### config.mk
export PLATFORM = sky130hd
export DESIGN_NAME = region_table
export DESIGN_NICKNAME = d
export VERILOG_FILES = /design/src/rtl/extmem_cfg_pkg.sv /design/src/rtl/region_table.sv
export VERILOG_INCLUDE_DIRS = /design/src /design/src/rtl
export SDC_FILE = /design/constraint.sdc
export NUM_CORES = 1
export LEC_CHECK = 0
export ABC_AREA = 0
export BUFFER_PORTS_ARGS = -buffer_cell sky130_fd_sc_hd__buf_2
export CAP_MARGIN = 0
export CORE_ASPECT_RATIO = 0.6
export CORE_UTILIZATION = 40
export DETAILED_ROUTE_END_ITERATION = 6
export PLACE_DENSITY = 0.67
export SLEW_MARGIN = 40
export SYNTH_ARGS = -nofsm -noshare
export SYNTH_HDL_FRONTEND = slang
export SYNTH_SLANG_ARGS = --single-unit
export TNS_END_PERCENT = 50
### constraint.sdc
create_clock -name vclk -period 2.6
set_input_delay 0.26 -clock vclk [all_inputs]
set_output_delay 0.26 -clock vclk [all_outputs]
set_load 0.1 [all_outputs]
### src/rtl/extmem_params.svh
// ----------------------------------------------------------
// Widths, port counts and sizes of the external memory port
// ----------------------------------------------------------
`ifndef EXTMEM_PARAMS_SVH
`define EXTMEM_PARAMS_SVH

// Word address and data word
`define EXTMEM_ADDR_WIDTH 8
`define EXTMEM_ELEM_WIDTH 32

// Tag in the top bits of every request
`define EXTMEM_TAG_WIDTH 2
`define EXTMEM_LD_COUNT 3
`define EXTMEM_ST_COUNT 3

// Store queue and backing memory sizes
`define EXTMEM_LSQ_DEPTH 4
`define EXTMEM_MEM_DEPTH 256

// Region table layout, valid + start tag + end tag + offset per entry
`define EXTMEM_NUM_REGION 4
`define EXTMEM_REGION_BITS 13
`define EXTMEM_CFG_BITS 52

`endif

### src/rtl/extmem_cfg_pkg.sv
// ----------------------------------------------------------
// Address, data, tag and region-entry types
// ----------------------------------------------------------
`include "extmem_params.svh"

package extmem_cfg_pkg;

  typedef logic [`EXTMEM_ADDR_WIDTH-1:0] addr_t;
  typedef logic [`EXTMEM_ELEM_WIDTH-1:0] elem_t;
  typedef logic [`EXTMEM_TAG_WIDTH-1:0]  tag_t;

  // Tag sits above the payload
  typedef struct packed {
    tag_t  tag;
    addr_t addr;
  } tagged_addr_t;

  typedef struct packed {
    tag_t  tag;
    elem_t data;
  } tagged_elem_t;

  // One region entry, offset in the low bits
  typedef struct packed {
    logic  valid;
    tag_t  start_tag;
    tag_t  end_tag;
    addr_t offset;
  } region_t;

endpackage

### src/rtl/region_table.sv
// ----------------------------------------------------------
// Region table decode, configuration checks and tag lookup
// ----------------------------------------------------------
`timescale 1ns/1ps
`include "extmem_params.svh"

module region_table (
  input  logic [`EXTMEM_CFG_BITS-1:0] cfg_data,
  input  extmem_cfg_pkg::tag_t        ld_tag,
  input  extmem_cfg_pkg::tag_t        st_tag,
  output extmem_cfg_pkg::addr_t       ld_offset,
  output logic                        ld_match,
  output extmem_cfg_pkg::addr_t       st_offset,
  output logic                        st_match,
  output logic                        err_overlap,
  output logic                        err_empty_range
);

  localparam int NUM_REGION = `EXTMEM_NUM_REGION;

  // Entry 0 occupies the low bits of the configuration word
  extmem_cfg_pkg::region_t [NUM_REGION-1:0] regions;
  logic [NUM_REGION-1:0]                    live;

  assign regions = cfg_data;

  // Highest-numbered matching region wins
  function automatic logic [`EXTMEM_ADDR_WIDTH:0] lookup(
    input extmem_cfg_pkg::region_t [NUM_REGION-1:0] tbl,
    input extmem_cfg_pkg::tag_t                     tag
  );
    logic [`EXTMEM_ADDR_WIDTH:0] result;
    result = '0;
    for (int i = 0; i < NUM_REGION; i++) begin
      if (tbl[i].valid && tag >= tbl[i].start_tag && tag <= tbl[i].end_tag) begin
        result = {1'b1, tbl[i].offset};
      end
    end
    return result;
  endfunction

  assign {ld_match, ld_offset} = lookup(regions, ld_tag);
  assign {st_match, st_offset} = lookup(regions, st_tag);

  // ----------------------------------------------------------
  // Configuration checks
  // ----------------------------------------------------------
  // An empty range covers no tags, so it never overlaps another region
  always_comb begin
    for (int i = 0; i < NUM_REGION; i++) begin
      live[i] = regions[i].valid && (regions[i].start_tag <= regions[i].end_tag);
    end
  end

  always_comb begin
    err_overlap     = 1'b0;
    err_empty_range = 1'b0;
    for (int i = 0; i < NUM_REGION; i++) begin
      if (regions[i].valid && !live[i]) begin
        err_empty_range = 1'b1;
      end
      for (int j = i + 1; j < NUM_REGION; j++) begin
        if (live[i] && live[j] &&
            regions[i].start_tag <= regions[j].end_tag &&
            regions[j].start_tag <= regions[i].end_tag) begin
          err_overlap = 1'b1;
        end
      end
    end
  end

endmodule

==> metrics.md <==
| Metric | Value |
|---|---|
| Outcome | `completed` |
| Arr. time, crit path | `2.24 ns` |
| Weighted congestion reported at the end of routability-driven placement | `0.8214` |
| Transition time at the pin with the least slew margin | `0.5497 ns` |
| Placement row count | `19` |
| Min Clock Period, post-route | `between 2 and 3 ns` |
| Routed wirelength normalized by instance count | `about 17 µm` |
| Final nets | `470` |
| Place WS | `0.01704 ns` |
| Start point of the worst min-delay path | `cfg_data[32]` |
| Iter 0 DRT Violations | `110` |
| Max-slew violation total from the final report | `0` |
| N_diodes | `0` |
| Leakage | `0.001474 µW` |
| Worst Setup End Kind | `primary output` |
| Largest net degree at the start of global routing | `10` |
| Final setup vio count | `0` |
| Power density cells | `~440 mW/mm²` |
| Area added between synthesis and finish | `50.15%` |
| Global-route congestion overflow total | `0` |
| Worst setup SP type | `primary input` |
| Area taken by flip-flops and latches | `0 µm²` |
| Number of antenna violations at the first check in global routing | `0` |
| Placed cell area | `0.003074 mm²` |
| I/O pin total | `between 70 and 80` |
| Category of the critical setup timing path | `primary input to primary output` |
| Net Sw Frac | `63.31%` |
| Die X-Extent | `94.61 µm` |
| RSZ-0062 raised after global routing | `false` |
| Design internal power | `between 400 and 500 µW` |
| Share of the clock period used by the worst path after layout | `between 90% and 100%` |
| Effective utilization at floorplan | `43.29%` |
| Share of the core filled with cells in the final layout | `65.00%` |
| Synthesized cell area | `just over 0.002 mm²` |
| Headroom to the max-slew limit | `a little over three fifths` |
| Total of buffers placed on input and output ports | `between 70 and 80` |
| Wire length reported by the detailed router | `6839 µm` |
| Proportion of layout cells with a drive suffix above 1 | `between 30% and 40%` |
| DRT antenna net count | `0` |
| Share of the yosys chip area belonging to registers | `0%` |
| Fin Hold WS | `0.9514 ns` |
| Worst-path maximum fanout | `9` |
| Largest voltage drop on the vdd net | `448.6 µV` |
| CP required | `2.34 ns` |
| Number of clock buffers in the layout | `0` |
| Total nets after synthesis | `388` |
| DRC | `0` |
| Vias per inst | `5.854` |
| Combinational fraction of design power | `100.0%` |
| Die area | `0.005446 mm²` |
| First-pass GRT wire length | `11,230 µm` |
| Non-filler cells, final | `411` |
| Peak clock frequency supported by timing | `around 0.4 GHz` |
| Post-route design area | `a little over 0.003 mm²` |
| Number of hold violations in the final report | `0` |
| Post-synthesis cell count | `268` |
| Maximum Capacitance Violations | `0` |
| Detailed placer's ending HPWL | `5872 µm` |
| Share of total power in sequential cells | `0%` |
| Placeable Area | `roughly 0.0048 mm²` |
| Synthesis warning total | `0` |
| Via count of the routed design | `2,406` |
| DRT Pass-1 Iters | `5` |
| Startpoint of the most critical setup path | `st_tag[0]` |
| Count of unique library cells instantiated by Yosys | `31` |
| Number of instances in the placed design | `411` |
| Gr usage total | `between 20% and 30%` |
| Classification of the worst-slack hold path | `primary input to primary output` |
| End point of the critical path | `st_match` |
| Y dimension of the die | `~58 µm` |
| Hold-fix buffer count after cts | `0` |
| Final worst slack | `0.09669 ns` |
| Num sequential | `0` |
| Power spent charging and discharging nets | `around 850 µW` |
| Syn Area/Cell | `7.680 µm²` |
| Number of global-route vias before repair | `between 2,000 and 2,500` |
| Relative contribution of the clock network to total power | `0%` |
==> critical path: stages <==
cell	delay, ns
buf_2	0.10
clkinvlp_4	0.20
ha_4	0.29
nand2b_4	0.13
a21o_1	0.19
and3_1	0.17
o21bai_4	0.29
or3_1	0.42
buf_12	0.19
==> logic make-up (layout without fill, tap and decap cells) <==
logic type,count (synthesis),after routing,share of synthesized area (%)
AO/OA/AOI/OAI,88,88,31.43
adder cells (fa/ha/maj),64,64,38.91
buffers and inverters,22,102,4.741
AND/OR/NAND/NOR,94,94,24.92
==> through the flow <==
step	TNS, ns	total power, µW
after floorplan	-0.04979	885.4
after global placement	0	1319
after detailed placement	0	1337
after CTS	0	1340
after global routing	0	1419
final	0	1345
==> cells in the final DEF (no fill, tap or decap), types with 14 or more instances in the layout <==
cell type / netlist / final
buf_12: 0 / 20
inv_1: 17 / 15
a21oi_1: 17 / 17
o31ai_4: 0 / 14
buf_2: 0 / 57
ha_1: 64 / 62
a22oi_1: 16 / 16
nand2_1: 22 / 22
nor2b_1: 24 / 24
nor2_1: 16 / 16
==> Yosys cell counts (all sizes together) <==
cell type	instances	area share, %
ha	64	39
nor2b	24	7.3
nand2	22	4.0
o21ai	20	5.2
a21oi	17	4.1
inv	17	3.1
a22oi	16	5.8
nor2	16	2.9
o31ai	14	5.1
nand2b	10	3.8
nand3	8	1.9
and3	6	1.8
a21o	4	1.5
a2bb2oi	4	2.3
buf	4	1.5
o211ai	4	1.5
or3	3	0.91
a311oi	2	1.5
nand4	2	0.61
nor3b	2	1.2
o21bai	2	1.8
o221ai	2	1.5
o31a	2	0.85
a31oi	1	0.30
and4	1	0.43
clkbuf	1	0.18
==> how the worst min path moves through the flow <==
stage | cells after the start | slack [ns] | to
global route | 4 | 0.97 | st_offset[3]
floorplan | 2 | 0.86 | ld_offset[0]
CTS | 4 | 0.95 | st_offset[6]
finish | 4 | 0.95 | st_offset[6]
detailed placement | 4 | 0.95 | ld_offset[4]
global placement | 4 | 0.95 | st_offset[6]
==> repair_timing <==
item                                    CTS  global route
buffers inserted                          0             0
endpoints found under the setup margin    0            16
gates resized for setup                   0             2
==> layout make-up <==
class	count	area (µm²)
multi-input combinational	246	2195
timing repair buffer	85	745.7
tap	63	78.83
inverter	17	71.32
fill	417	1664
==> power by group through the flow <==
| stage | registers [µW] | logic [µW] | clock network (µW) |
|---|---|---|---|
| finish | 0 | 1350 | 0 |
| global route | 0 | 1420 | 0 |
| CTS | 0 | 1340 | 0 |
| detailed placement | 0 | 1340 | 0 |
| global placement | 0 | 1320 | 0 |
| floorplan | 0 | 885 | 0 |
==> layer usage <==
layer	track usage (%)	up-vias	share of wire, %
met1	41.03	1150	50
met3	0.6667	2	6.3
met5	0	-	0
li1	-	1177	-
met2	40.80	77	44
met4	1.515	0	0.22
(Power assumes the default switching activity.)
