[src/rtl/extmem_params.svh]
// ----------------------------------------------------------
// Widths, port counts and sizes of the external memory port
// ----------------------------------------------------------
`ifndef EXTMEM_PARAMS_SVH
`define EXTMEM_PARAMS_SVH

// Word address and data word
`define EXTMEM_ADDR_WIDTH 8
`define EXTMEM_ELEM_WIDTH 32

// Tag in the top bits of every request
`define EXTMEM_TAG_WIDTH 2
`define EXTMEM_LD_COUNT 3
`define EXTMEM_ST_COUNT 3

// Store queue and backing memory sizes
`define EXTMEM_LSQ_DEPTH 4
`define EXTMEM_MEM_DEPTH 256

// Region table layout, valid + start tag + end tag + offset per entry
`define EXTMEM_NUM_REGION 4
`define EXTMEM_REGION_BITS 13
`define EXTMEM_CFG_BITS 52

`endif

[src/rtl/extmem_cfg_pkg.sv]
// ----------------------------------------------------------
// Address, data, tag and region-entry types
// ----------------------------------------------------------
`include "extmem_params.svh"

package extmem_cfg_pkg;

  typedef logic [`EXTMEM_ADDR_WIDTH-1:0] addr_t;
  typedef logic [`EXTMEM_ELEM_WIDTH-1:0] elem_t;
  typedef logic [`EXTMEM_TAG_WIDTH-1:0]  tag_t;

  // Tag sits above the payload
  typedef struct packed {
    tag_t  tag;
    addr_t addr;
  } tagged_addr_t;

  typedef struct packed {
    tag_t  tag;
    elem_t data;
  } tagged_elem_t;

  // One region entry, offset in the low bits
  typedef struct packed {
    logic  valid;
    tag_t  start_tag;
    tag_t  end_tag;
    addr_t offset;
  } region_t;

endpackage

[src/rtl/load_unit.sv]
// ----------------------------------------------------------
// Load translation and aligned data/done handshake
// ----------------------------------------------------------
`timescale 1ns/1ps
`include "extmem_params.svh"

module load_unit (
  input  logic                         ld_addr_valid,
  output logic                         ld_addr_ready,
  input  extmem_cfg_pkg::tagged_addr_t ld_addr_data,
  output logic                         ld_data_valid,
  input  logic                         ld_data_ready,
  output extmem_cfg_pkg::tagged_elem_t ld_data_data,
  output logic                         ld_done_valid,
  input  logic                         ld_done_ready,
  output extmem_cfg_pkg::tag_t         ld_done_data,
  input  extmem_cfg_pkg::addr_t        ld_offset,
  input  logic                         ld_match,
  output extmem_cfg_pkg::addr_t        mem_raddr,
  input  extmem_cfg_pkg::elem_t        mem_rdata,
  output logic                         err_tag_oob,
  output logic                         err_no_match
);

  logic in_range;

  assign in_range = int'(ld_addr_data.tag) < `EXTMEM_LD_COUNT;

  // Data and done leave together, so each waits on the other's ready
  assign ld_addr_ready = in_range && ld_data_ready && ld_done_ready;
  assign ld_data_valid = ld_addr_valid && in_range && ld_done_ready;
  assign ld_done_valid = ld_addr_valid && in_range && ld_data_ready;

  assign mem_raddr    = ld_addr_data.addr + ld_offset;
  assign ld_data_data = '{tag: ld_addr_data.tag, data: mem_rdata};
  assign ld_done_data = ld_addr_data.tag;

  assign err_tag_oob  = ld_addr_valid && !in_range;
  assign err_no_match = ld_addr_valid && in_range && !ld_match;

endmodule

[config.mk]
export PLATFORM = sky130hd
export DESIGN_NAME = load_unit
export DESIGN_NICKNAME = d
export VERILOG_FILES = /design/src/rtl/extmem_cfg_pkg.sv /design/src/rtl/load_unit.sv
export VERILOG_INCLUDE_DIRS = /design/src /design/src/rtl
export SDC_FILE = /design/constraint.sdc
export NUM_CORES = 1
export LEC_CHECK = 0
export ABC_CLOCK_PERIOD_IN_PS = 2890
export BUFFER_PORTS_ARGS = -buffer_cell sky130_fd_sc_hd__buf_4
export CORE_MARGIN = 1
export CORE_UTILIZATION = 32
export DETAILED_ROUTE_END_ITERATION = 12
export PLACE_DENSITY = 0.95
export SYNTH_ARGS = -nofsm -noshare
export SYNTH_HDL_FRONTEND = slang
export SYNTH_SLANG_ARGS = --single-unit
[constraint.sdc]
create_clock -name vclk -period 2.89
set_clock_uncertainty 0.2 [all_clocks]
set_input_delay 0.1445 -clock vclk [all_inputs]
set_output_delay 0.1445 -clock vclk [all_outputs]
set_load 0.01 [all_outputs]
==> results of run 1 <==
area by class of cell:
class,count,share of cell area (%)
repair buffers,39,42.3
well taps,25,4.52
inverters,5,2.71
multi-input cells,44,50.5
stage by stage:
| step | cell area [µm²] | hold slack [ns] |
|---|---|---|
| 6_report | 692 | 0.0890 |
| 5_1_grt | 692 | 0.0890 |
| 4_1_cts | 692 | 0.0891 |
| 3_5_place_dp | 692 | 0.0891 |
| 3_3_place_gp | 692 | 0.0891 |
| 2_1_floorplan | 638 | 0.137 |
worst max-delay path, cell delays in order:
cell and delay (ns):
buf_4 0.11, ha_1 0.21, inv_1 0.07, fa_1 0.25, nor2b_4 0.06, o31a_1 0.25
o311ai_1 0.28, buf_4 0.17
per-layer routing:
layer  global-route usage [%]  routed length, µm  vias to the layer above
met2                     26.1                812                       48
met5                        0                  0                        -
li1                         -                  -                      267
met3                        0                221                       10
met4                     3.43                 31                        0
met1                     12.9                513                      242
cell usage after synthesis, drive strengths merged:
cell type and count:
buf 36, ha 7, a21oi 5, inv 5
and3 4, nand2 3, o211ai 3, nor2 2
nor2b 2, o21ai 2, o311ai 2, xnor2 2
xor2 2, a211oi 1, a21o 1, a221oi 1
fa 1, nand2b 1, nor3 1, nor3b 1
o21a 1, o2bb2ai 1, o31a 1
cells by family (layout without fill, tap and decap cells):
| kind of cell | after synthesis | count (layout) | synth area share (%) |
|---|---|---|---|
| simple gates | 14 | 14 | 12.9 |
| fa+ha+maj | 8 | 8 | 16.9 |
| xor+xnor | 4 | 4 | 5.49 |
| buf+inv | 41 | 44 | 45.3 |
| compound gates | 18 | 18 | 19.4 |
power by group through the flow:
stage / Clock, µW / Sequential [µW] / Combinational [µW]
6_report: 0 / 0 / 150
5_1_grt: 0 / 0 / 166
4_1_cts: 0 / 0 / 152
3_5_place_dp: 0 / 0 / 151
3_3_place_gp: 0 / 0 / 147
2_1_floorplan: 0 / 0 / 125
path summary, 6_finish.rpt:
kind,from,end,slack (ns),cells past startpoint
worst max-delay path,ld_addr_data[0],mem_raddr[6],1.00,8
worst min-delay path,mem_rdata[16],ld_data_data[16],0.09,0
layout by cell type, fill, tap and decap left out:
cell type,Yosys,final
a211oi_1,1,1
a21o_1,1,1
a21oi_1,5,5
a221oi_1,1,1
and3_1,4,4
buf_4,36,39
fa_1,1,1
ha_1,7,7
inv_1,5,5
nand2_1,3,3
nand2b_1,1,1
nor2_1,2,2
nor2b_1,1,1
nor2b_4,1,1
nor3_1,1,1
nor3b_1,1,1
o211ai_1,3,3
o21a_1,1,1
o21ai_0,2,2
o2bb2ai_1,1,1
o311ai_0,1,1
o311ai_1,1,1
o31a_1,1,1
xnor2_1,2,2
xor2_1,2,2
==> results.md, run 1 <==
- Fin util: 38.4%
- Vias per inst: 5.02
- Row cnt: 15
- Area growth, synth to finish: 8.43%
- Synth area leader: buf_4
- Leak: 0.000366 µW
- Drt wl/cell: 14.0 µm
- Seq pwr share: 0%
- Synthesized area per cell: 7.51 µm²
- Register area share after synthesis: 0%
- Max Clk Rate: 530 MHz
- CP max FO: 3
- First-pass GRT wire length: 2.03 mm
- YS warnings: 0
- Area fraction of the dominant cell type after synthesis: 42.4%
- Final worst slack: 1.00 ns
- Starting density of the core: 35.4%
- Switch share: 45.4%
- Setup violators final: 0
- Post-Layout Cell Count: 113
- Crit. End Element: output port
- Final wirelength: 1.58 mm
- Final hold vios: 0
- Post-place setup slack: 0.994 ns
- Min Tclk post-route: 1.89 ns
- Post-DRT Antenna Nets: 0
- DRT iter0 DRCs: 7
- Int Power: 82.2 µW
- Final Cycle Share: 65.3%
- Gr ovfl total: 0
- Dpl cells: 113
- Critical path class: in -> out
- Layout filler cell count: 205
- # DRC: 0
- Area of the core: 1800 µm²
- Main area contributors after synthesis: buf_4 (42%), ha_1 (14%), a21oi_1 (3.9%), and3_1 (3.9%), o211ai_1 (3.5%)
- # Post-CTS Setup Buffers: 0
- Post-cts gate resize count: 0
- Post-synth net total: 147
- Vias post-DR: 567
- Share of layout cells above drive strength 1: 45.5%
- Mapped Cells: 85
- Switching pwr: 68.2 µW
- Max Cap Viol: 0
- IO Port Bufs: 39
- Nets: 152
- Initial antenna violation count: 0
- Setup TNS: 0 ns
- Power per Cell Area: 217 nW/µm²
- Total track usage: 12.4%
- Status: finished clean
- FF+latch count: 0
- Peak VDD IR: 0.0000964 V
- Combinational share of power: 100.0%
- CP startpoint kind: primary input
- Clock buffers: 0
- Clk pwr share: 0%
- I/O pins: 103
- Area taken by multi-input logic gates: 349 µm²
- Height of the die: 46.7 µm
- Mapped Area: 638 µm²
- RSZ-0062 raised after global routing: no
- Antenna cells: 0
- CTS hold repair buffers: 0
- Final slew viol count: 0
- Slew headroom: 73.8%
- Crit path arrival time: 1.54 ns
- Number of global-route vias before repair: 490
- GPL Wtd Cong: 0.723
- Slew @ Worst Pin: 0.391 ns
- Power Total: 150 µW
- Register area: 0 µm²
- Dpl hpwl: 1.40 mm
- Req. time, crit path: 2.55 ns
- Pin count of the biggest net entering global routing: 7
- Die X-Extent: 46.7 µm
- Netlist cell types: 25
- Area of the die: 2180 µm²
- Worst Hold Class: in -> out
- Pre-antenna DRT Iters: 4
Note: power is estimated with default switching activity, not from simulation.
==> run 2, diff against run 1 <==
Settings changed: ABC_AREA set to 1, ABC_CLOCK_PERIOD_IN_PS 2890 to 1550, CORE_UTILIZATION 32 to 28, PLACE_DENSITY 0.95 to 0.9.
Clock period 2.89 ns to 1.55 ns, I/O delays scaled along.
==> results.md, run 2 <==
- Status: finished clean
- Nets: 206 (+36%)
- Vias post-DR: 725 (+28%)
- IO Port Bufs: 39 (unchanged)
- Area taken by multi-input logic gates: 389 µm² (+11%)
- Row cnt: 17 (+2)
- Area growth, synth to finish: 62.5%
- Crit path arrival time: 1.25 ns (-0.29 ns)
- # DRC: 0 (unchanged)
- Max stage delay on crit path: 0.39 ns (+0.11 ns)
- Area of the core: 2250 µm² (+25%)
- Max Cap Viol: 0 (unchanged)
- Hold path cells: 2 (+2)
- Worst Hold Launch: ld_addr_data[8]
- Mapped Area: 684 µm² (+7.3%)
- Mapped Cells: 106 (+25%)
- Die X-Extent: 51.4 µm (+10%)
- Min Tclk post-route: 1.53 ns
- Gr ovfl total: 0 (unchanged)
- Starting density of the core: 30.4% (-5.1 points)
- Crit-path slowest cell: fa_2
- Count leader, synth: buf_4
- Initial antenna violation count: 0 (unchanged)
- Slew headroom: 87.9% (+14 points)
- Area fraction of the dominant cell type after synthesis: 39.5% (-2.9 points)
- CP cell instances: buf_8 > ha_4 > inv_2 > fa_2 > inv_2 > nand2_2 > nand2_2 > nand3_2 > nand2_1 > nand2_1 > nand2_1 > buf_4
- GPL Wtd Cong: 0.708 (-2.0%)
- Pin count of the biggest net entering global routing: 6 (-1)
- Leak: 0.000591 µW (+61%)
- Register area share after synthesis: 0% (unchanged)
- CP bufs+invs: 4 (+1)
- Post-DRT Antenna Nets: 0 (unchanged)
- Area of the die: 2650 µm² (+22%)
- Post-Layout Cell Count: 170 (+50%)
- YS warnings: 0 (unchanged)
- I/O pins: 103 (unchanged)
- Setup violators final: 0 (unchanged)
- Netlist cell types: 17 (-32%)
- Register area: 0 µm² (unchanged)
- Slew @ Worst Pin: 0.182 ns (-0.209 ns)
- CP max FO: 2 (-1)
- Peak VDD IR: 0.000173 V (+80%)
- Final wirelength: 1.72 mm (+9.3%)
- Final slew viol count: 0 (unchanged)
- Total track usage: 10.4% (-2.0 points)
- Antenna cells: 0 (unchanged)
- CP startpoint kind: primary input
- Setup TNS: 0 ns (unchanged)
- Height of the die: 51.4 µm (+10%)
- Post-synth net total: 168 (+14%)
- Post-place setup slack: -0.0323 ns (-1.03 ns)
- Share of layout cells above drive strength 1: 39.4% (-6.0 points)
- Crit path top cell by count: nand2_1
- Post-Place Cell Area: 749 µm² (+8.3%)
- Synth area leader: buf_4
- DRT iter0 DRCs: 2 (-5)
- RSZ-0062 raised after global routing: yes
- Most frequent cells in the layout: buf_4 (38), dlygate4sd3_1 (32), nand2_1 (19)
- Dpl hpwl: 1.08 mm (-23%)
- Drt wl/cell: 10.1 µm (-27%)
- Number of global-route vias before repair: 599 (+22%)
- Dpl cells: 138 (+22%)
- Final worst slack: 0.0227 ns (-0.980 ns)
- First-pass GRT wire length: 2.19 mm (+8.2%)
- Layout filler cell count: 223 (+8.8%)
- Req. time, crit path: 1.27 ns (-1.28 ns)
- Final hold vios: 0 (unchanged)
- Critical path class: in -> out
- Vias per inst: 4.26 (-15%)
- Cell family with most CP delay: adder cells
- Crit. End Element: output port
- Post-synth top cells: buf_4 (36), nand2_1 (22), inv_1 (14)
- Power per Cell Area: 363 nW/µm² (+67%)
- Smallest hold slack: 0.156 ns (+0.0673 ns)
- Commonest non-fill, non-tap cell in the layout: buf_4
- Final instance area: 1110 µm² (+61%)
- Clock buffers: 0 (unchanged)
- Synthesized area per cell: 6.46 µm² (-14%)
- Worst Hold Class: in -> out
- Main area contributors after synthesis: buf_4 (39%), ha_1 (13%), nand2_1 (12%), inv_1 (7.7%), xnor2_4 (4.0%)
- Pre-antenna DRT Iters: 3 (-1)
- Hold Path End: ld_data_data[32]
- Max Clk Rate: 655 MHz
- FF+latch count: 0 (unchanged)
- Final Cycle Share: 98.5%
## run 2: cell count changes after synthesis, moves of 2 or more
cell,delta
and3_1,-4
nand2_1,+19
nor2_1,+5
o21ai_0,-2
o211ai_1,-3
nand2_2,+3
xor2_1,-2
a21oi_1,-3
inv_1,+9
nand3_1,+4
## run 2: power by group
group | leakage (µW) | total [µW] | switching, µW | internal [µW]
Clock | 0 | 0 | 0 | 0
Combinational | 0.000591 | 404 | 183 | 221
Sequential | 0 | 0 | 0 | 0
Total | 0.000591 | 404 | 183 | 221
## run 2: layer usage
layer | global-route usage (%) | vias to the layer above | routed length, µm
met3 | 0.298 | 2 | 147
li1 | - | 354 | -
met5 | 0 | - | 0
met4 | 1.35 | 0 | 18
met2 | 24.7 | 47 | 1060
met1 | 8.96 | 322 | 498
## run 2: layout make-up
cell class | count | area share [%]
Timing Repair Buffer | 72 | 56.8
Tap cell | 28 | 3.15
Multi-Input combinational cell | 55 | 35.0
Inverter | 15 | 5.06
## run 2: worst max-delay path by stage
stage,end,slack (ns),startpoint,cells after the start
after floorplan,mem_raddr[4],0.17,ld_addr_data[0],8
after global placement,mem_raddr[6],-0.0006,ld_addr_data[0],12
after detailed placement,mem_raddr[6],-0.03,ld_addr_data[0],12
after CTS,mem_raddr[6],0.01,ld_addr_data[0],12
after global routing,mem_raddr[6],-0.02,ld_offset[0],12
final,mem_raddr[6],0.02,ld_offset[0],12
## run 2: what timing repair did
item,4_1_cts,5_1_grt
setup endpoints to repair,1,3
hold buffers,32,0
pin swaps,0,3
resized for setup,1,12
buffers inserted,0,0
endpoints found under the hold margin,32,0
## run 2: kinds of logic (layout without fill, tap and decap cells)
group	after synthesis	in the layout	share of synthesized area (%)
buffers and inverters	51	87	47.7
AND/OR/NAND/NOR	41	41	27.2
XOR/XNOR	4	4	7.86
AO/OA/AOI/OAI	2	2	1.46
adder cells (fa/ha/maj)	8	8	15.7
## run 2: per-stage QoR
| step | utilization [%] | power [µW] |
|---|---|---|
| floorplan | - | 245 |
| global placement | 33.2 | 289 |
| detailed placement | 33.2 | 295 |
| CTS | 47.6 | 389 |
| global route | 49.3 | 436 |
| finish | 49.3 | 404 |
