<file path="config.mk">
export PLATFORM = sky130hd
export DESIGN_NAME = store_unit
export DESIGN_NICKNAME = d
export VERILOG_FILES = /design/src/rtl/extmem_cfg_pkg.sv /design/src/rtl/store_pair_queue.sv /design/src/rtl/store_unit.sv
export VERILOG_INCLUDE_DIRS = /design/src /design/src/rtl
export SDC_FILE = /design/constraint.sdc
export NUM_CORES = 1
export LEC_CHECK = 0
export ABC_AREA = 1
export BUFFER_PORTS_ARGS = -buffer_cell sky130_fd_sc_hd__clkbuf_2
export CAP_MARGIN = 20
export CORE_UTILIZATION = 43
export DETAILED_ROUTE_END_ITERATION = 8
export GPL_TIMING_DRIVEN = 0
export PLACE_DENSITY = 0.56
export SLEW_MARGIN = 20
export SYNTH_ARGS = -nofsm -noshare
export SYNTH_HDL_FRONTEND = slang
export SYNTH_SLANG_ARGS = --single-unit
</file>
<file path="constraint.sdc">
create_clock -name clk -period 8.7 [get_ports clk]
set_input_delay 0.435 -clock clk [delete_from_list [all_inputs] [get_ports clk]]
set_output_delay 0.435 -clock clk [all_outputs]
set_load 0.02 [all_outputs]
</file>
<file path="src/rtl/extmem_params.svh">
// ----------------------------------------------------------
// Widths, port counts and sizes of the external memory port
// ----------------------------------------------------------
`ifndef EXTMEM_PARAMS_SVH
`define EXTMEM_PARAMS_SVH

// Word address and data word
`define EXTMEM_ADDR_WIDTH 8
`define EXTMEM_ELEM_WIDTH 32

// Tag in the top bits of every request
`define EXTMEM_TAG_WIDTH 2
`define EXTMEM_LD_COUNT 3
`define EXTMEM_ST_COUNT 3

// Store queue and backing memory sizes
`define EXTMEM_LSQ_DEPTH 4
`define EXTMEM_MEM_DEPTH 256

// Region table layout, valid + start tag + end tag + offset per entry
`define EXTMEM_NUM_REGION 4
`define EXTMEM_REGION_BITS 13
`define EXTMEM_CFG_BITS 52

`endif

</file>
<file path="src/rtl/extmem_cfg_pkg.sv">
// ----------------------------------------------------------
// Address, data, tag and region-entry types
// ----------------------------------------------------------
`include "extmem_params.svh"

package extmem_cfg_pkg;

  typedef logic [`EXTMEM_ADDR_WIDTH-1:0] addr_t;
  typedef logic [`EXTMEM_ELEM_WIDTH-1:0] elem_t;
  typedef logic [`EXTMEM_TAG_WIDTH-1:0]  tag_t;

  // Tag sits above the payload
  typedef struct packed {
    tag_t  tag;
    addr_t addr;
  } tagged_addr_t;

  typedef struct packed {
    tag_t  tag;
    elem_t data;
  } tagged_elem_t;

  // One region entry, offset in the low bits
  typedef struct packed {
    logic  valid;
    tag_t  start_tag;
    tag_t  end_tag;
    addr_t offset;
  } region_t;

endpackage

</file>
<file path="src/rtl/store_pair_queue.sv">
// ----------------------------------------------------------
// Address and data queues for the stores of one tag
// ----------------------------------------------------------
`timescale 1ns/1ps
`include "extmem_params.svh"

module store_pair_queue (
  input  logic                  clk,
  input  logic                  rst_n,
  input  logic                  addr_push,
  input  extmem_cfg_pkg::addr_t addr_in,
  input  logic                  data_push,
  input  extmem_cfg_pkg::elem_t data_in,
  input  logic                  pop,
  output logic                  addr_full,
  output logic                  data_full,
  output logic                  pair_ready,
  output extmem_cfg_pkg::addr_t head_addr,
  output extmem_cfg_pkg::elem_t head_data
);

  localparam int DEPTH = `EXTMEM_LSQ_DEPTH;
  localparam int PTR_W = $clog2(DEPTH);

  extmem_cfg_pkg::addr_t addr_mem [DEPTH];
  extmem_cfg_pkg::elem_t data_mem [DEPTH];

  logic [PTR_W-1:0] addr_wr_ptr;
  logic [PTR_W-1:0] addr_rd_ptr;
  logic [PTR_W-1:0] data_wr_ptr;
  logic [PTR_W-1:0] data_rd_ptr;
  logic [PTR_W:0]   addr_count;
  logic [PTR_W:0]   data_count;

  function automatic logic [PTR_W-1:0] next_ptr(input logic [PTR_W-1:0] ptr);
    return (ptr == PTR_W'(DEPTH - 1)) ? '0 : ptr + 1'b1;
  endfunction

  assign addr_full  = (addr_count == (PTR_W+1)'(DEPTH));
  assign data_full  = (data_count == (PTR_W+1)'(DEPTH));
  assign pair_ready = (addr_count != '0) && (data_count != '0);
  assign head_addr  = addr_mem[addr_rd_ptr];
  assign head_data  = data_mem[data_rd_ptr];

  always_ff @(posedge clk) begin
    if (addr_push) begin
      addr_mem[addr_wr_ptr] <= addr_in;
    end
    if (data_push) begin
      data_mem[data_wr_ptr] <= data_in;
    end
  end

  // Pop drops both heads at once
  always_ff @(posedge clk or negedge rst_n) begin
    if (!rst_n) begin
      addr_wr_ptr <= '0;
      addr_rd_ptr <= '0;
      data_wr_ptr <= '0;
      data_rd_ptr <= '0;
      addr_count  <= '0;
      data_count  <= '0;
    end else begin
      if (addr_push) begin
        addr_wr_ptr <= next_ptr(addr_wr_ptr);
      end
      if (data_push) begin
        data_wr_ptr <= next_ptr(data_wr_ptr);
      end
      if (pop) begin
        addr_rd_ptr <= next_ptr(addr_rd_ptr);
        data_rd_ptr <= next_ptr(data_rd_ptr);
      end
      addr_count <= addr_count + (PTR_W+1)'(addr_push) - (PTR_W+1)'(pop);
      data_count <= data_count + (PTR_W+1)'(data_push) - (PTR_W+1)'(pop);
    end
  end

  // Routing in the store unit must respect the full flags
  a_no_push_full: assert property (@(posedge clk) disable iff (!rst_n)
    !(addr_push && addr_full) && !(data_push && data_full));

  // Store done may only retire a complete pair
  a_pop_pair: assert property (@(posedge clk) disable iff (!rst_n)
    pop |-> pair_ready);

endmodule

</file>
<file path="src/rtl/store_unit.sv">
// ----------------------------------------------------------
// Store routing to per-tag queues, pair pick and memory write
// ----------------------------------------------------------
`timescale 1ns/1ps
`include "extmem_params.svh"

module store_unit (
  input  logic                         clk,
  input  logic                         rst_n,
  input  logic                         st_addr_valid,
  output logic                         st_addr_ready,
  input  extmem_cfg_pkg::tagged_addr_t st_addr_data,
  input  logic                         st_data_valid,
  output logic                         st_data_ready,
  input  extmem_cfg_pkg::tagged_elem_t st_data_data,
  input  extmem_cfg_pkg::addr_t        st_offset,
  input  logic                         st_match,
  output logic                         st_done_valid,
  input  logic                         st_done_ready,
  output extmem_cfg_pkg::tag_t         st_done_data,
  output logic                         mem_we,
  output extmem_cfg_pkg::addr_t        mem_waddr,
  output extmem_cfg_pkg::elem_t        mem_wdata,
  output logic                         err_tag_oob,
  output logic                         err_no_match
);

  localparam int ST_COUNT = `EXTMEM_ST_COUNT;

  logic                  addr_in_range;
  logic                  data_in_range;
  extmem_cfg_pkg::addr_t st_phys;

  logic [ST_COUNT-1:0]   addr_push;
  logic [ST_COUNT-1:0]   data_push;
  logic [ST_COUNT-1:0]   pop;
  logic [ST_COUNT-1:0]   addr_full;
  logic [ST_COUNT-1:0]   data_full;
  logic [ST_COUNT-1:0]   pair_ready;
  extmem_cfg_pkg::addr_t head_addr [ST_COUNT];
  extmem_cfg_pkg::elem_t head_data [ST_COUNT];

  // ----------------------------------------------------------
  // Request side
  // ----------------------------------------------------------
  assign addr_in_range = int'(st_addr_data.tag) < ST_COUNT;
  assign data_in_range = int'(st_data_data.tag) < ST_COUNT;

  // Wraps modulo the memory size
  assign st_phys = st_addr_data.addr + st_offset;

  assign st_addr_ready = addr_in_range && !addr_full[st_addr_data.tag];
  assign st_data_ready = data_in_range && !data_full[st_data_data.tag];

  for (genvar g = 0; g < ST_COUNT; g++) begin : g_queue
    assign addr_push[g] = st_addr_valid && st_addr_ready && (int'(st_addr_data.tag) == g);
    assign data_push[g] = st_data_valid && st_data_ready && (int'(st_data_data.tag) == g);
    assign pop[g]       = mem_we && (int'(st_done_data) == g);

    store_pair_queue i_store_pair_queue (
      .clk        (clk),
      .rst_n      (rst_n),
      .addr_push  (addr_push[g]),
      .addr_in    (st_phys),
      .data_push  (data_push[g]),
      .data_in    (st_data_data.data),
      .pop        (pop[g]),
      .addr_full  (addr_full[g]),
      .data_full  (data_full[g]),
      .pair_ready (pair_ready[g]),
      .head_addr  (head_addr[g]),
      .head_data  (head_data[g])
    );
  end

  // ----------------------------------------------------------
  // Completion side
  // ----------------------------------------------------------
  // Scan downward so the lowest ready tag is left selected
  always_comb begin
    st_done_valid = 1'b0;
    st_done_data  = '0;
    for (int i = ST_COUNT - 1; i >= 0; i--) begin
      if (pair_ready[i]) begin
        st_done_valid = 1'b1;
        st_done_data  = extmem_cfg_pkg::tag_t'(i);
      end
    end
  end

  assign mem_we    = st_done_valid && st_done_ready;
  assign mem_waddr = head_addr[st_done_data];
  assign mem_wdata = head_data[st_done_data];

  assign err_tag_oob  = (st_addr_valid && !addr_in_range) || (st_data_valid && !data_in_range);
  assign err_no_match = st_addr_valid && addr_in_range && !st_match;

endmodule

</file>
==> flow_metrics.py <==
metrics = {
    "grt": {
        "grtUsageTotal_pct": 21.3,
        "grt.met3_usage_pct": 3.19,
        "grt_max_degree": 43,
        "top_usage_layer": "met2",
        "antenna_found_initial": 2,
        "grt_pass1_vias": 13900,
        "grt_pass1_wl_um": 84100,
        "grtUsageMet2_pct": 37.2,
        "grt_remaining_overflow": 0,
        "grt_util_met1_pct": 27.1,
    },
    "timing": {
        "hold_violations": 0,
        "setup_viol": 0,
        "timing_worst_slew_pin_value_ps": 997,
        "maxSlewViolCount": 0,
        "fmax_ghz": 0.296,
        "min_period_ps": 3380,
        "setup_tns_ps": 0,
        "rsz0062_at_grt": "no",
        "finalCritPeriodShare_pct": 38.8,
        "worst_clock_skew_ps": 22.1,
        "timing.slew.headroom_pct": 33.3,
    },
    "setup_path": {
        "r2r_end": "g_queue[2].i_store_pair_queue.data_count[2]",
        "required_ps": 8270,
        "crit_path_end_kind": "output pin",
        "regToRegSetupSlack_ps": 5840,
        "ff2ff_path_depth": 12,
        "cp_max_fo": 10,
        "setup.worst_path.end": "mem_wdata[2]",
        "r2r-start": "g_queue[0].i_store_pair_queue.addr_count[1]",
        "worstSetupPathType": "flop to output pin",
        "cp-start-kind": "flop",
        "cp.arrival_ps": 2940,
        "startpoint": "g_queue[2].i_store_pair_queue.data_rd_ptr[1]",
    },
    "detailed_routing": {
        "via_per_inst": 5.12,
        "drc": 0,
        "antenna_left": 0,
        "totalWireLength_um": 55600,
        "wl_per_cell_um": 20.0,
        "dr_total_vias": 14300,
        "first_iter_violations": 1100,
        "firstDrtPassIters": 5,
    },
    "power": {
        "internal_power_mw": 5.45,
        "p_per_area_mw_per_mm2": 344,
        "p_switching_mw": 3.51,
        "power_switching_share_pct": 39.2,
        "finalPower_mw": 8.95,
        "seq_power_share_pct": 34.8,
        "p_comb_share_pct": 39.6,
        "clkPwrFrac_pct": 25.6,
        "p_leak_nw": 10.1,
        "peakVddDrop_mv": 0.317,
    },
    "synthesis": {
        "synth_top_area_share_pct": 64.1,
        "yosysTopAreaCell": "edfxtp_1",
        "netlist_area_mm2": 0.0225,
        "synthCells": 1886,
        "ys.warnings.count": 0,
        "syn_nets": 2000,
        "ys_top_cells_by_area": "edfxtp_1 64%, nand2_1 9.3%, dfrtp_1 4.7%",
        "synth_ff_type": "edfxtp_1",
        "avgSynthCellArea_um2": 11.9,
        "synth_edf_count": 480,
        "async_flop_share_pct": 8.05,
        "ys_seq_elements": 522,
        "yosysSeqAreaShare_pct": 68.8,
        "synth.distinct_cells": 36,
    },
    "clock_tree": {
        "ctsLongestPathBuffers": 3,
        "cts_root_buf": "clkbuf_16",
        "clk_pin_slew_ps": 60,
        "insertion_delay_ps": 600,
        "cts_buffers": 55,
        "cts_tree": "done",
        "cts.sinks": 522,
        "htreeDepth": 2,
    },
    "final_layout": {
        "layout_common_cells": "554 x nand2_1, 480 x edfxtp_1, 189 x nand3_1",
        "final_common_cell": "nand2_1",
        "fin_nets": 2174,
        "area_growth_pct": 15.8,
        "num-fill-cells": 4537,
        "drive_gt1_share_pct": 17.1,
        "final_util_pct": 50.5,
        "antennaDiodeCount": 0,
        "final_area_mm2": 0.0260,
    },
    "floorplanning": {
        "dieArea_mm2": 0.0532,
        "fp-row-count": 83,
        "io_pins": 106,
        "die_height_um": 231,
        "fp.dieW_um": 231,
        "start_util_pct": 43.6,
        "coreArea_mm2": 0.0515,
    },
    "job": {
        "maxCapViolations": 0,
    },
    "placed_design": {
        "portBuffers": 104,
        "place.gp.congestion": 0.823,
        "hpwl_um": 37300,
        "placed_cell_area_mm2": 0.0242,
    },
    "worst_hold_path": {
        "hold_path_class": "input port to flop",
    },
    "outcome": {
        "outcome": "finished, final reports clean",
    },
}
## logic make-up (layout without fill, tap and decap cells)
| logic type | Yosys count | after routing | synth area share [%] |
|---|---|---|---|
| xor gates and xnor gates | 17 | 17 | 0.663 |
| and+or+nand+nor | 923 | 923 | 18.1 |
| buffers and inverters | 188 | 406 | 3.65 |
| DFF | 522 | 522 | 68.8 |
| adders and majority gates | 56 | 56 | 3.35 |
| AOI/OAI and AO/OA | 180 | 180 | 5.39 |
## sequential cells by signal (all words and copies together), names as in the netlist
name                                    cells
g_queue.i_store_pair_queue.addr_wr_ptr      6
g_queue.i_store_pair_queue.addr_mem        96
g_queue.i_store_pair_queue.data_mem       384
g_queue.i_store_pair_queue.data_rd_ptr      6
g_queue.i_store_pair_queue.data_count       9
g_queue.i_store_pair_queue.addr_rd_ptr      6
g_queue.i_store_pair_queue.data_wr_ptr      6
g_queue.i_store_pair_queue.addr_count       9
## how the worst min path moves through the flow
stage	startpoint	endpoint	cells past startpoint
3_3_place_gp	g_queue[2].i_store_pair_queue.data_count[0]	g_queue[2].i_store_pair_queue.data_count[0]	1
2_1_floorplan	rst_n	g_queue[0].i_store_pair_queue.addr_count[0]	0
3_5_place_dp	g_queue[2].i_store_pair_queue.data_count[0]	g_queue[2].i_store_pair_queue.data_count[0]	1
6_report	st_data_data[3]	g_queue[1].i_store_pair_queue.data_mem[3][3]	1
5_1_grt	st_data_data[7]	g_queue[1].i_store_pair_queue.data_mem[2][7]	1
4_1_cts	st_data_data[6]	g_queue[2].i_store_pair_queue.data_mem[1][6]	1
## power groups by stage
| stage | clock [mW] | combinational [mW] | sequential [mW] |
|---|---|---|---|
| global placement | 0 | 3.47 | 3.17 |
| finish | 2.29 | 3.55 | 3.12 |
| detailed placement | 0 | 3.58 | 3.17 |
| CTS | 2.33 | 3.59 | 3.12 |
| global route | 2.42 | 3.91 | 3.14 |
| floorplan | 0 | 2.36 | 3.14 |
## worst max-delay path, stage by stage (launching register included)
cell and delay (ps):
dfrtp_1 510, inv_1 330, clkbuf_1 640, o21ai_0 220
o22a_1 220, o21ai_2 210, clkbuf_2 210
## Yosys cell counts (8+ instances only)
library cell	count
buf_2	44
buf_6	8
clkbuf_1	35
dfrtp_1	42
edfxtp_1	480
ha_1	49
inv_1	89
inv_2	9
nand2_1	554
nand3_1	189
nand3_2	32
nor2_1	120
o21ai_0	86
o21ai_2	40
o22a_1	40
xnor2_1	8
xor2_1	9
## layout make-up
class / instances / area [um2] / share of cell area [%]
Clock inverter: 23 / 221 / 0.851
Clock buffer: 78 / 1540 / 5.93
Buffer: 89 / 449 / 1.73
Timing Repair Buffer: 117 / 818 / 3.14
Sequential cell: 522 / 15500 / 59.4
Tap cell: 680 / 851 / 3.27
Inverter: 99 / 372 / 1.43
Multi-Input combinational cell: 1176 / 6300 / 24.2
## routing by layer
layer	wire length, um	part of all wire (%)	up-vias
met3	2800	5.0	91
met5	28	0.050	-
met1	23300	42	6931
met2	28000	50	329
met4	1480	2.7	4
li1	-	-	6901
## through the flow
stage,instances,setup WS [ps],hold slack [ps]
floorplan,1886,5920,139
finish,2784,5320,193
CTS,2784,5350,173
global placement,2670,3760,480
detailed placement,2682,5830,490
global route,2784,5260,192
## timing repair
item / in CTS / in global routing
resized for setup: 0 / 0
setup buffers: 0 / 0
endpoints found under the hold margin: 42 / 0
hold buffers: 1 / 0
No activity file was read; power rests on OpenSTA's default activity.
