$ cat config.mk
export PLATFORM = sky130hd
export DESIGN_NAME = error_monitor
export DESIGN_NICKNAME = d
export VERILOG_FILES = /design/src/rtl/extmem_err_pkg.sv /design/src/rtl/error_monitor.sv
export SDC_FILE = /design/constraint.sdc
export NUM_CORES = 1
export LEC_CHECK = 0
export ABC_AREA = 1
export BUFFER_PORTS_ARGS = -buffer_cell sky130_fd_sc_hd__buf_4
export CAP_MARGIN = 10
export CORE_MARGIN = 5
export CORE_UTILIZATION = 24
export DETAILED_ROUTE_END_ITERATION = 7
export GPL_TIMING_DRIVEN = 0
export SLEW_MARGIN = 20
export SYNTH_ARGS = -nofsm -noshare
export SYNTH_HDL_FRONTEND = slang
export SYNTH_SLANG_ARGS = --single-unit
export TNS_END_PERCENT = 50
$ cat constraint.sdc
create_clock -name clk -period 1.05 [get_ports clk]
set_input_delay 0.1575 -clock clk [delete_from_list [all_inputs] [get_ports clk]]
set_output_delay 0.1575 -clock clk [all_outputs]
set_load 0.02 [all_outputs]
$ cat src/rtl/extmem_err_pkg.sv
// ----------------------------------------------------------
// Error codes reported by the memory port
// ----------------------------------------------------------
package extmem_err_pkg;

  typedef enum logic [15:0] {
    ERR_NONE            = 16'd0,
    // Configuration faults
    ERR_CFG_OVERLAP     = 16'd1,
    ERR_CFG_EMPTY_RANGE = 16'd2,
    // Runtime faults
    ERR_RT_TAG_OOB      = 16'd3,
    ERR_RT_NO_MATCH     = 16'd4
  } err_code_e;

endpackage

$ cat src/rtl/error_monitor.sv
// ----------------------------------------------------------
// Error priority encoder and first-error latch
// ----------------------------------------------------------
`timescale 1ns/1ps

module error_monitor (
  input  logic                      clk,
  input  logic                      rst_n,
  input  logic                      err_overlap,
  input  logic                      err_empty_range,
  input  logic                      ld_tag_oob,
  input  logic                      st_tag_oob,
  input  logic                      ld_no_match,
  input  logic                      st_no_match,
  output logic                      error_valid,
  output extmem_err_pkg::err_code_e error_code
);

  logic                      err_detect;
  extmem_err_pkg::err_code_e err_code_next;

  // Configuration faults outrank runtime faults
  always_comb begin
    err_detect    = 1'b1;
    err_code_next = extmem_err_pkg::ERR_NONE;
    if (err_overlap) begin
      err_code_next = extmem_err_pkg::ERR_CFG_OVERLAP;
    end else if (err_empty_range) begin
      err_code_next = extmem_err_pkg::ERR_CFG_EMPTY_RANGE;
    end else if (ld_tag_oob || st_tag_oob) begin
      err_code_next = extmem_err_pkg::ERR_RT_TAG_OOB;
    end else if (ld_no_match || st_no_match) begin
      err_code_next = extmem_err_pkg::ERR_RT_NO_MATCH;
    end else begin
      err_detect = 1'b0;
    end
  end

  // Only the first error is kept
  always_ff @(posedge clk or negedge rst_n) begin
    if (!rst_n) begin
      error_valid <= 1'b0;
      error_code  <= extmem_err_pkg::ERR_NONE;
    end else if (!error_valid && err_detect) begin
      error_valid <= 1'b1;
      error_code  <= err_code_next;
    end
  end

endmodule

==> impl_summary.md, run 1 <==
Layout
The share of post-route cells with drive strength above 1 is 0.493. The count of placed standard cells in the final layout, fillers left out is 84. The fill cell total of the finished layout is 144. Compared with the post-synthesis result, the final layout area differs by 55.6%. Summing all flip-flop and latch instances after layout gives 100 um^2. The net total in the final layout is 79.

The number of antenna diodes in the final layout is 0. The final cell utilization of the core is 0.389. The multi-input combinational cells in the finished layout cover a total of 150 um^2.

Run
The max capacitance violation total is 0.

Power and ir drop
Summed over all cells, the static leakage comes to 0.306 nW. For this design the ratio of total power to cell area is 961 nW/um^2. The peak supply drop is 0.544 mV.

STA
Setup total negative slack on the finished layout was measured at 0 ns. The setup clock skew after layout is 0.000373 ns. The maximum clock frequency is about 1100 MHz. Setup repair after global routing left no endpoint under its margin. In the post-route analysis, the smallest setup slack over all paths is 0.101 ns.

The share of the clock period used by the worst path is 0.904. The total count of max-transition violations in the final report was 0. Setup violations remaining at the end of the flow were counted as 0. The routed design could run at a clock period as short as about 0.95 ns. The number of failing hold endpoints at the final stage was 0.

Synthesis
A synthesized cell averages 7.66 um^2. For this run, asynchronously set or reset flops after synthesis account for 1.00. The post-synthesis register bit count is 4. Among all cell types in the netlist, the one instantiated most often is sky130_fd_sc_hd__buf_4.

In the synthesized netlist the dominant register cell turns out to be sky130_fd_sc_hd__dfrtp_1. By count the netlist is led by sky130_fd_sc_hd__buf_4 (13), sky130_fd_sc_hd__nand2_1 (8), sky130_fd_sc_hd__dfrtp_1 (4). The total of warnings raised by yosys is 0. The synthesized netlist cell count is 42. After synthesis, the cell types taking the most area are sky130_fd_sc_hd__dfrtp_1 (31%), sky130_fd_sc_hd__buf_4 (30%), sky130_fd_sc_hd__nand2_1 (9.3%). The library cell with the largest summed area after synthesis is sky130_fd_sc_hd__dfrtp_1.

The sequential element share of the synthesized area is 0.311. The number of distinct library cells after synthesis is 14. Yosys mapped a number of flops with a built-in enable equal to 0. The summed instance area of the synthesized netlist is ~320 um^2. Of the post-synthesis cell area, the dominant cell type holds 0.311.

Global routing
The first global-routing pass estimated 897 um of wire. The number of global-route vias before repair is 240. The initial antenna violation count came to 0.

The maximum number of pins on one net before global-route repair is 5. After global routing the overflow that remains totals 0. In the global route stage, overall resource usage came out at 0.0666.

Floorplan
For this configuration, the core starts out at a cell density of 0.250. The total area inside the core boundary comes to roughly 1300 um^2. For this design the top-level I/O count stands at 25. The die covers roughly 2200 um^2. The die extent in y is 46.6 um.

The floorplan step set the die width to 46.6 um. The floorplan has 13 rows.

Setup path
The buffer and inverter count on the worst path is 1. The longest individual stage delay on the worst path is 0.39 ns. Of all nets on the critical path, the largest fanout is 3. In this design, the largest share of critical-path delay is due to flip-flops.

The largest individual stage delay along the critical path comes from the cell sky130_fd_sc_hd__dfrtp_1. The sort of element at the start of the critical path is a flop. The critical path goes through buf_4. For the worst setup path, the data required time is 0.89 ns. The kind of critical path is flop to primary output. STA puts the critical path data arrival time at 0.79 ns. The endpoint kind of the worst setup timing path is a primary output.

Placement
Once detailed placement completed, the half-perimeter wirelength came to 536 um. The post-placement worst setup slack is 0.231 ns. Routability-driven placement finished with a final weighted congestion of 0.625.

The count of buffers added on input and output ports is 11. The cell count after placement is 80.

Clocking
After clock tree synthesis, the clock-pin slew on the worst setup and hold paths is 0.04 ns. The clock tree root buffer cell is sky130_fd_sc_hd__clkbuf_4. The number of gates resized after CTS was 0. TritonCTS created 3 clock buffers. The clock reaches the later pin of the worst-skew pair after 0.23 ns. In this run the number of H-tree levels came out at 1.

The maximum clock path buffer count is 2. TritonCTS built the clock tree. For this design, the sink count on the clock tree is 4.

Route
The first TritonRoute pass finished after 2 iterations. After detailed routing, the average wire length per cell comes to about 7 um. After the first detailed-routing iteration, the DRC count stood at 3.

The detailed-route DRC error count is 0. The remaining number of nets flagged by the antenna check after routing is 0. The number of vias per cell is 3.26. The aggregate routed wire length is 574 um. The vias after detailed routing is 274.

Outcome
The flow ran to the end, and the final reports show no timing, DRC or antenna violations.

Min path
The tightest min-delay check is of the primary input to flop type.
## routing by layer
layer | up-vias | GRT usage | part of all wire
met1 | 105 | 0.0719 | 0.31
met4 | 0 | 0.0170 | 0
met2 | 15 | 0.0879 | 0.50
met5 | - | 0 | 0
li1 | 154 | - | -
met3 | 0 | 0.0703 | 0.19
## logic make-up after synthesis
group / count (synthesis) / share of synthesized area
other: 1 / 0.0117
DFF: 4 / 0.311
and+or+nand+nor: 17 / 0.276
buffers and inverters: 18 / 0.362
AOI/OAI and AO/OA: 2 / 0.0389
## cells in the final DEF (no fill, tap or decap)
cell | netlist | routed
sky130_fd_sc_hd__nand2_2 | 2 | 2
sky130_fd_sc_hd__buf_4 | 13 | 24
sky130_fd_sc_hd__dlygate4sd3_1 | 0 | 1
sky130_fd_sc_hd__inv_2 | 2 | 2
sky130_fd_sc_hd__nand2_1 | 8 | 8
sky130_fd_sc_hd__conb_1 | 1 | 13
sky130_fd_sc_hd__clkbuf_4 | 0 | 3
sky130_fd_sc_hd__o21bai_1 | 1 | 1
sky130_fd_sc_hd__dfrtp_1 | 4 | 4
sky130_fd_sc_hd__nand2_4 | 1 | 1
sky130_fd_sc_hd__o21ai_0 | 1 | 1
sky130_fd_sc_hd__nor2_1 | 2 | 2
sky130_fd_sc_hd__nand3_1 | 2 | 2
sky130_fd_sc_hd__inv_1 | 3 | 3
sky130_fd_sc_hd__nor2_2 | 1 | 1
sky130_fd_sc_hd__nor2_4 | 1 | 1
## where the power goes
part / total (mW) / leakage, nW / internal, mW / switching [mW]
Clock: 0.185 / 0.0138 / 0.127 / 0.0576
Combinational: 0.136 / 0.244 / 0.0629 / 0.0730
Sequential: 0.160 / 0.0485 / 0.158 / 0.00173
Total: 0.481 / 0.306 / 0.349 / 0.132
## final cells by class
class                   count  area share
inverters                   5      0.0375
multi-input cells          32       0.300
repair buffers             12       0.185
well taps                  15      0.0375
plain buffers              13       0.195
flip-flops and latches      4       0.200
clock buffers               3      0.0450
## tightest hold or removal path, stage by stage
cell	delay, ns
sky130_fd_sc_hd__buf_4	0.10
sky130_fd_sc_hd__o21ai_0	0.08
sky130_fd_sc_hd__nand2_1	0.06
## registers in the layout, summed over array words and instances, names as in the netlist
name	flops
error_code	3
error_valid	1
## path summary, 6_finish.rpt
kind	slack, ns	start	endpoint	cells past startpoint
setup / recovery	0.10	error_valid$_DFFE_PN0P_	error_valid	1
hold / removal	0.20	err_empty_range	error_code[1]$_DFFE_PN0P_	3
min in group asynchronous	0.26	rst_n	error_valid$_DFFE_PN0P_	2
setup reg to reg	0.29	error_valid$_DFFE_PN0P_	error_code[2]$_DFFE_PN0P_	3
max in group asynchronous	0.69	rst_n	error_code[0]$_DFFE_PN0P_	2
hold reg to reg	0.47	error_code[0]$_DFFE_PN0P_	error_code[0]$_DFFE_PN0P_	2
## per-stage QoR
stage / instance area (um^2) / hold WS [ns] / power, mW
floorplan: 367 / -0.138 / 0.260
global placement: 468 / -0.0440 / 0.293
detailed placement: 468 / -0.0417 / 0.294
CTS: 500 / 0.196 / 0.492
global route: 500 / 0.237 / 0.528
finish: 500 / 0.198 / 0.481
## repair_timing
action | 4_1_cts | 5_1_grt
endpoints found under the hold margin | 4 | 0
hold buffers | 1 | 0
buffers inserted | 0 | 0
Power figures use the tool's default switching activity.
==> run 2, diff against run 1 <==
- RECOVER_POWER: not set -> 50
==> impl_summary.md, run 2 (synthesis gave the netlist of run 1 again) <==
Outcome
Status: finished clean (unchanged).

Layout
The final antenna diode count is 0 (unchanged). The area growth from synthesis to layout is 54.5% (was 55.6%). The flip-flop count of the largest register after layout is 3 (unchanged). The combined area of the multi-input logic cells is 150 um^2 (unchanged). The net total in the final layout is 79 (unchanged). The register with the most flip-flops is error_code (unchanged). The share of post-route cells with drive strength above 1 is 0.464 (was 0.493).

The most common library cell in the layout ignoring fill and taps is sky130_fd_sc_hd__buf_4 (unchanged). Biggest registers after layout: error_code x3, error_valid x1 (unchanged). Most frequent cells in the layout: sky130_fd_sc_hd__buf_4 (23), sky130_fd_sc_hd__conb_1 (13), sky130_fd_sc_hd__nand2_1 (8), sky130_fd_sc_hd__inv_1 (4), sky130_fd_sc_hd__dfrtp_1 (4) (was sky130_fd_sc_hd__buf_4 (24), sky130_fd_sc_hd__conb_1 (13), sky130_fd_sc_hd__nand2_1 (8), sky130_fd_sc_hd__dfrtp_1 (4)). The fill cell total of the finished layout is 144 (unchanged). The flip-flop and latch area was 100 um^2 (unchanged).

Setup path
The kind of critical path was flop to primary output (unchanged). The kind of cell adding the most delay to the critical path is flip-flops (unchanged). The maximum net fanout on the critical path came to 3 (unchanged).

The capture point of the worst reg-to-reg path was error_code[2]$_DFFE_PN0P_ (unchanged). The buffer and inverter count on the worst path is 1 (unchanged). The signal arrival time at the worst endpoint is 0.78 ns (was 0.79 ns). The worst-path cell with the longest stage delay is sky130_fd_sc_hd__dfrtp_1 (unchanged). The longest individual stage delay on the worst path was 0.38 ns (was 0.39 ns).

Critical Path, Cell by Cell: buf_4 (unchanged). The sort of element at the start of the critical path was a flop (unchanged). The internal reg-to-reg setup slack was 0.25 ns (was 0.29 ns). The beginning of the worst register-to-register path is error_valid$_DFFE_PN0P_ (unchanged). The endpoint kind of the worst setup timing path is a primary output (unchanged).

The required arrival time at the worst endpoint is 0.89 ns (about the same). The count of cells along the worst register-to-register path is 4 (was 3).

STA
The final-report setup violation count is 0 (unchanged). The maximum clock frequency is 1070 MHz (was 1050 MHz). The share of the clock period used by the worst path is 0.892 (was 0.904). The post-layout minimum cycle time is 0.937 ns (was 0.949 ns). Unrepaired setup endpoints after global routing: false (unchanged). The setup clock skew after layout is 0.000373 ns (about the same). The summed negative setup slack over all endpoints is 0 ns (unchanged). The worst-case hold slack was 0.198 ns (about the same).

The total count of max-transition violations in the final report is 0 (unchanged). The number of failing hold endpoints at the final stage came to 0 (unchanged).

Global routing
The most used routing layer in global routing is met2 (unchanged). The maximum number of pins on one net before global-route repair was 5 (unchanged). The initial antenna violation count is 0 (unchanged). The wire length of the first global-routing pass came to 897 um (unchanged). The met1 global-route usage was 0.0719 (unchanged). The met2 track utilization from global routing was 0.0879 (unchanged). The total routing resource utilization after global routing is 0.0666 (unchanged). The number of global-route vias before repair is 240 (unchanged). The remaining global-route overflow is 0 (unchanged).

The met3 demand-to-capacity share in global routing is 0.0703 (unchanged).

Route
The detailed-route DRC error count came to 0 (unchanged). The average routed wire per standard cell is 6.85 um (was 6.83 um). The remaining number of nets flagged by the antenna check after routing was 0 (unchanged).

The vias after detailed routing is 274 (unchanged). The violation count after the first detailed-route iteration is 3 (unchanged). The aggregate routed wire length is 575 um (was 574 um). The number of vias per cell is 3.26 (unchanged).

The number of iterations in the first detailed-routing pass was 2 (unchanged).

Clocking
The clock tree root buffer cell is sky130_fd_sc_hd__clkbuf_4 (unchanged). The number of H-tree levels is 1 (unchanged). The clock latency at the later pin of the worst-skew pair came to 0.23 ns (about the same). The maximum clock path buffer count is 2 (unchanged).

The number of clock sinks seen by CTS is 4 (unchanged). The number of clock buffers inserted by TritonCTS came to 3 (unchanged). The TritonCTS clock tree is built (unchanged).

The post-cts repair resize count is 0 (unchanged). The clock transition at the registers of the reported paths is 0.04 ns (about the same).

Power and ir drop
The switching fraction of total power is 0.276 (was 0.275). The relative contribution of combinational cells to total power was 0.280 (was 0.282). The total power of the final layout is 0.479 mW (was 0.481 mW). The share of power burned in the clock network was 0.386 (was 0.385). The total internal power is 0.347 mW (was 0.349 mW).

The switching power is 0.132 mW (about the same). The power density of the placed cells is 965 nW/um^2 (was 961 nW/um^2). The peak supply drop was 0.544 mV (about the same).

The register share of total power is 0.334 (was 0.333). The static leakage power is 0.305 nW (was 0.306 nW).

Floorplan
The area of the core region is 1280 um^2 (unchanged). The chip width is 46.6 um (unchanged). The number of ports placed on the die boundary came to 25 (unchanged). The area enclosed by the die boundary was 2170 um^2 (unchanged).

The initial core utilization came to 0.250 (unchanged). The die extent in y is 46.6 um (unchanged). The number of rows created at floorplan is 13 (unchanged).

Min path
The worst min-delay path startpoint is err_empty_range (unchanged). The instance count along the most critical hold path was 3 (unchanged). The class of the tightest hold or removal check is primary input to flop (unchanged). The worst hold endpoint is error_code[1]$_DFFE_PN0P_ (unchanged).

Run
The max capacitance violation total is 0 (unchanged).

Placement
The final RePlAce weighted congestion was 0.625 (unchanged). The placed wire-length estimate is 536 um (unchanged). The count of port buffers added during placement is 11 (unchanged).
[run 2: layout make-up]
type	instances	area share
Buffer	13	0.196
Clock buffer	3	0.0453
Inverter	5	0.0378
Multi-Input combinational cell	32	0.302
Sequential cell	4	0.202
Tap cell	15	0.0378
Timing Repair Buffer	12	0.179
[run 2: through the flow]
stage | instances | setup WS [ns] | instance area, um^2 | util
floorplan | 54 | 0.223 | 367 | -
global placement | 80 | 0.259 | 468 | 0.364
detailed placement | 80 | 0.231 | 468 | 0.364
CTS | 84 | 0.0852 | 500 | 0.389
global route | 84 | 0.0538 | 497 | 0.387
finish | 84 | 0.113 | 497 | 0.387
[run 2: layer usage]
metal,share of wire,vias to the layer above
met5,0,-
met4,0,0
met3,0.19,0
met2,0.50,15
met1,0.31,105
li1,-,154
[run 2: power groups by stage]
stage / Sequential [mW] / Combinational, mW / Clock, mW
2_1_floorplan: 0.166 / 0.0939 / 0
6_report: 0.160 / 0.134 / 0.185
5_1_grt: 0.160 / 0.146 / 0.220
4_1_cts: 0.160 / 0.135 / 0.196
3_5_place_dp: 0.162 / 0.132 / 0
3_3_place_gp: 0.162 / 0.131 / 0
[run 2: how the worst max path moves through the flow]
stage	start	to	slack [ns]	cells after the start
after detailed placement	ld_no_match	error_code[2]$_DFFE_PN0P_	0.23	8
final	error_valid$_DFFE_PN0P_	error_valid	0.11	1
after floorplan	error_valid$_DFFE_PN0P_	error_code[1]$_DFFE_PN0P_	0.22	4
after global placement	ld_tag_oob	error_code[0]$_DFFE_PN0P_	0.26	7
after global routing	error_valid$_DFFE_PN0P_	error_valid	0.05	1
after CTS	error_valid$_DFFE_PN0P_	error_valid	0.09	1
[run 2: timing repair]
action | 4_1_cts | 5_1_grt
hold buffers | 1 | 0
hold endpoints to repair | 4 | 0
buffers inserted | 0 | 0
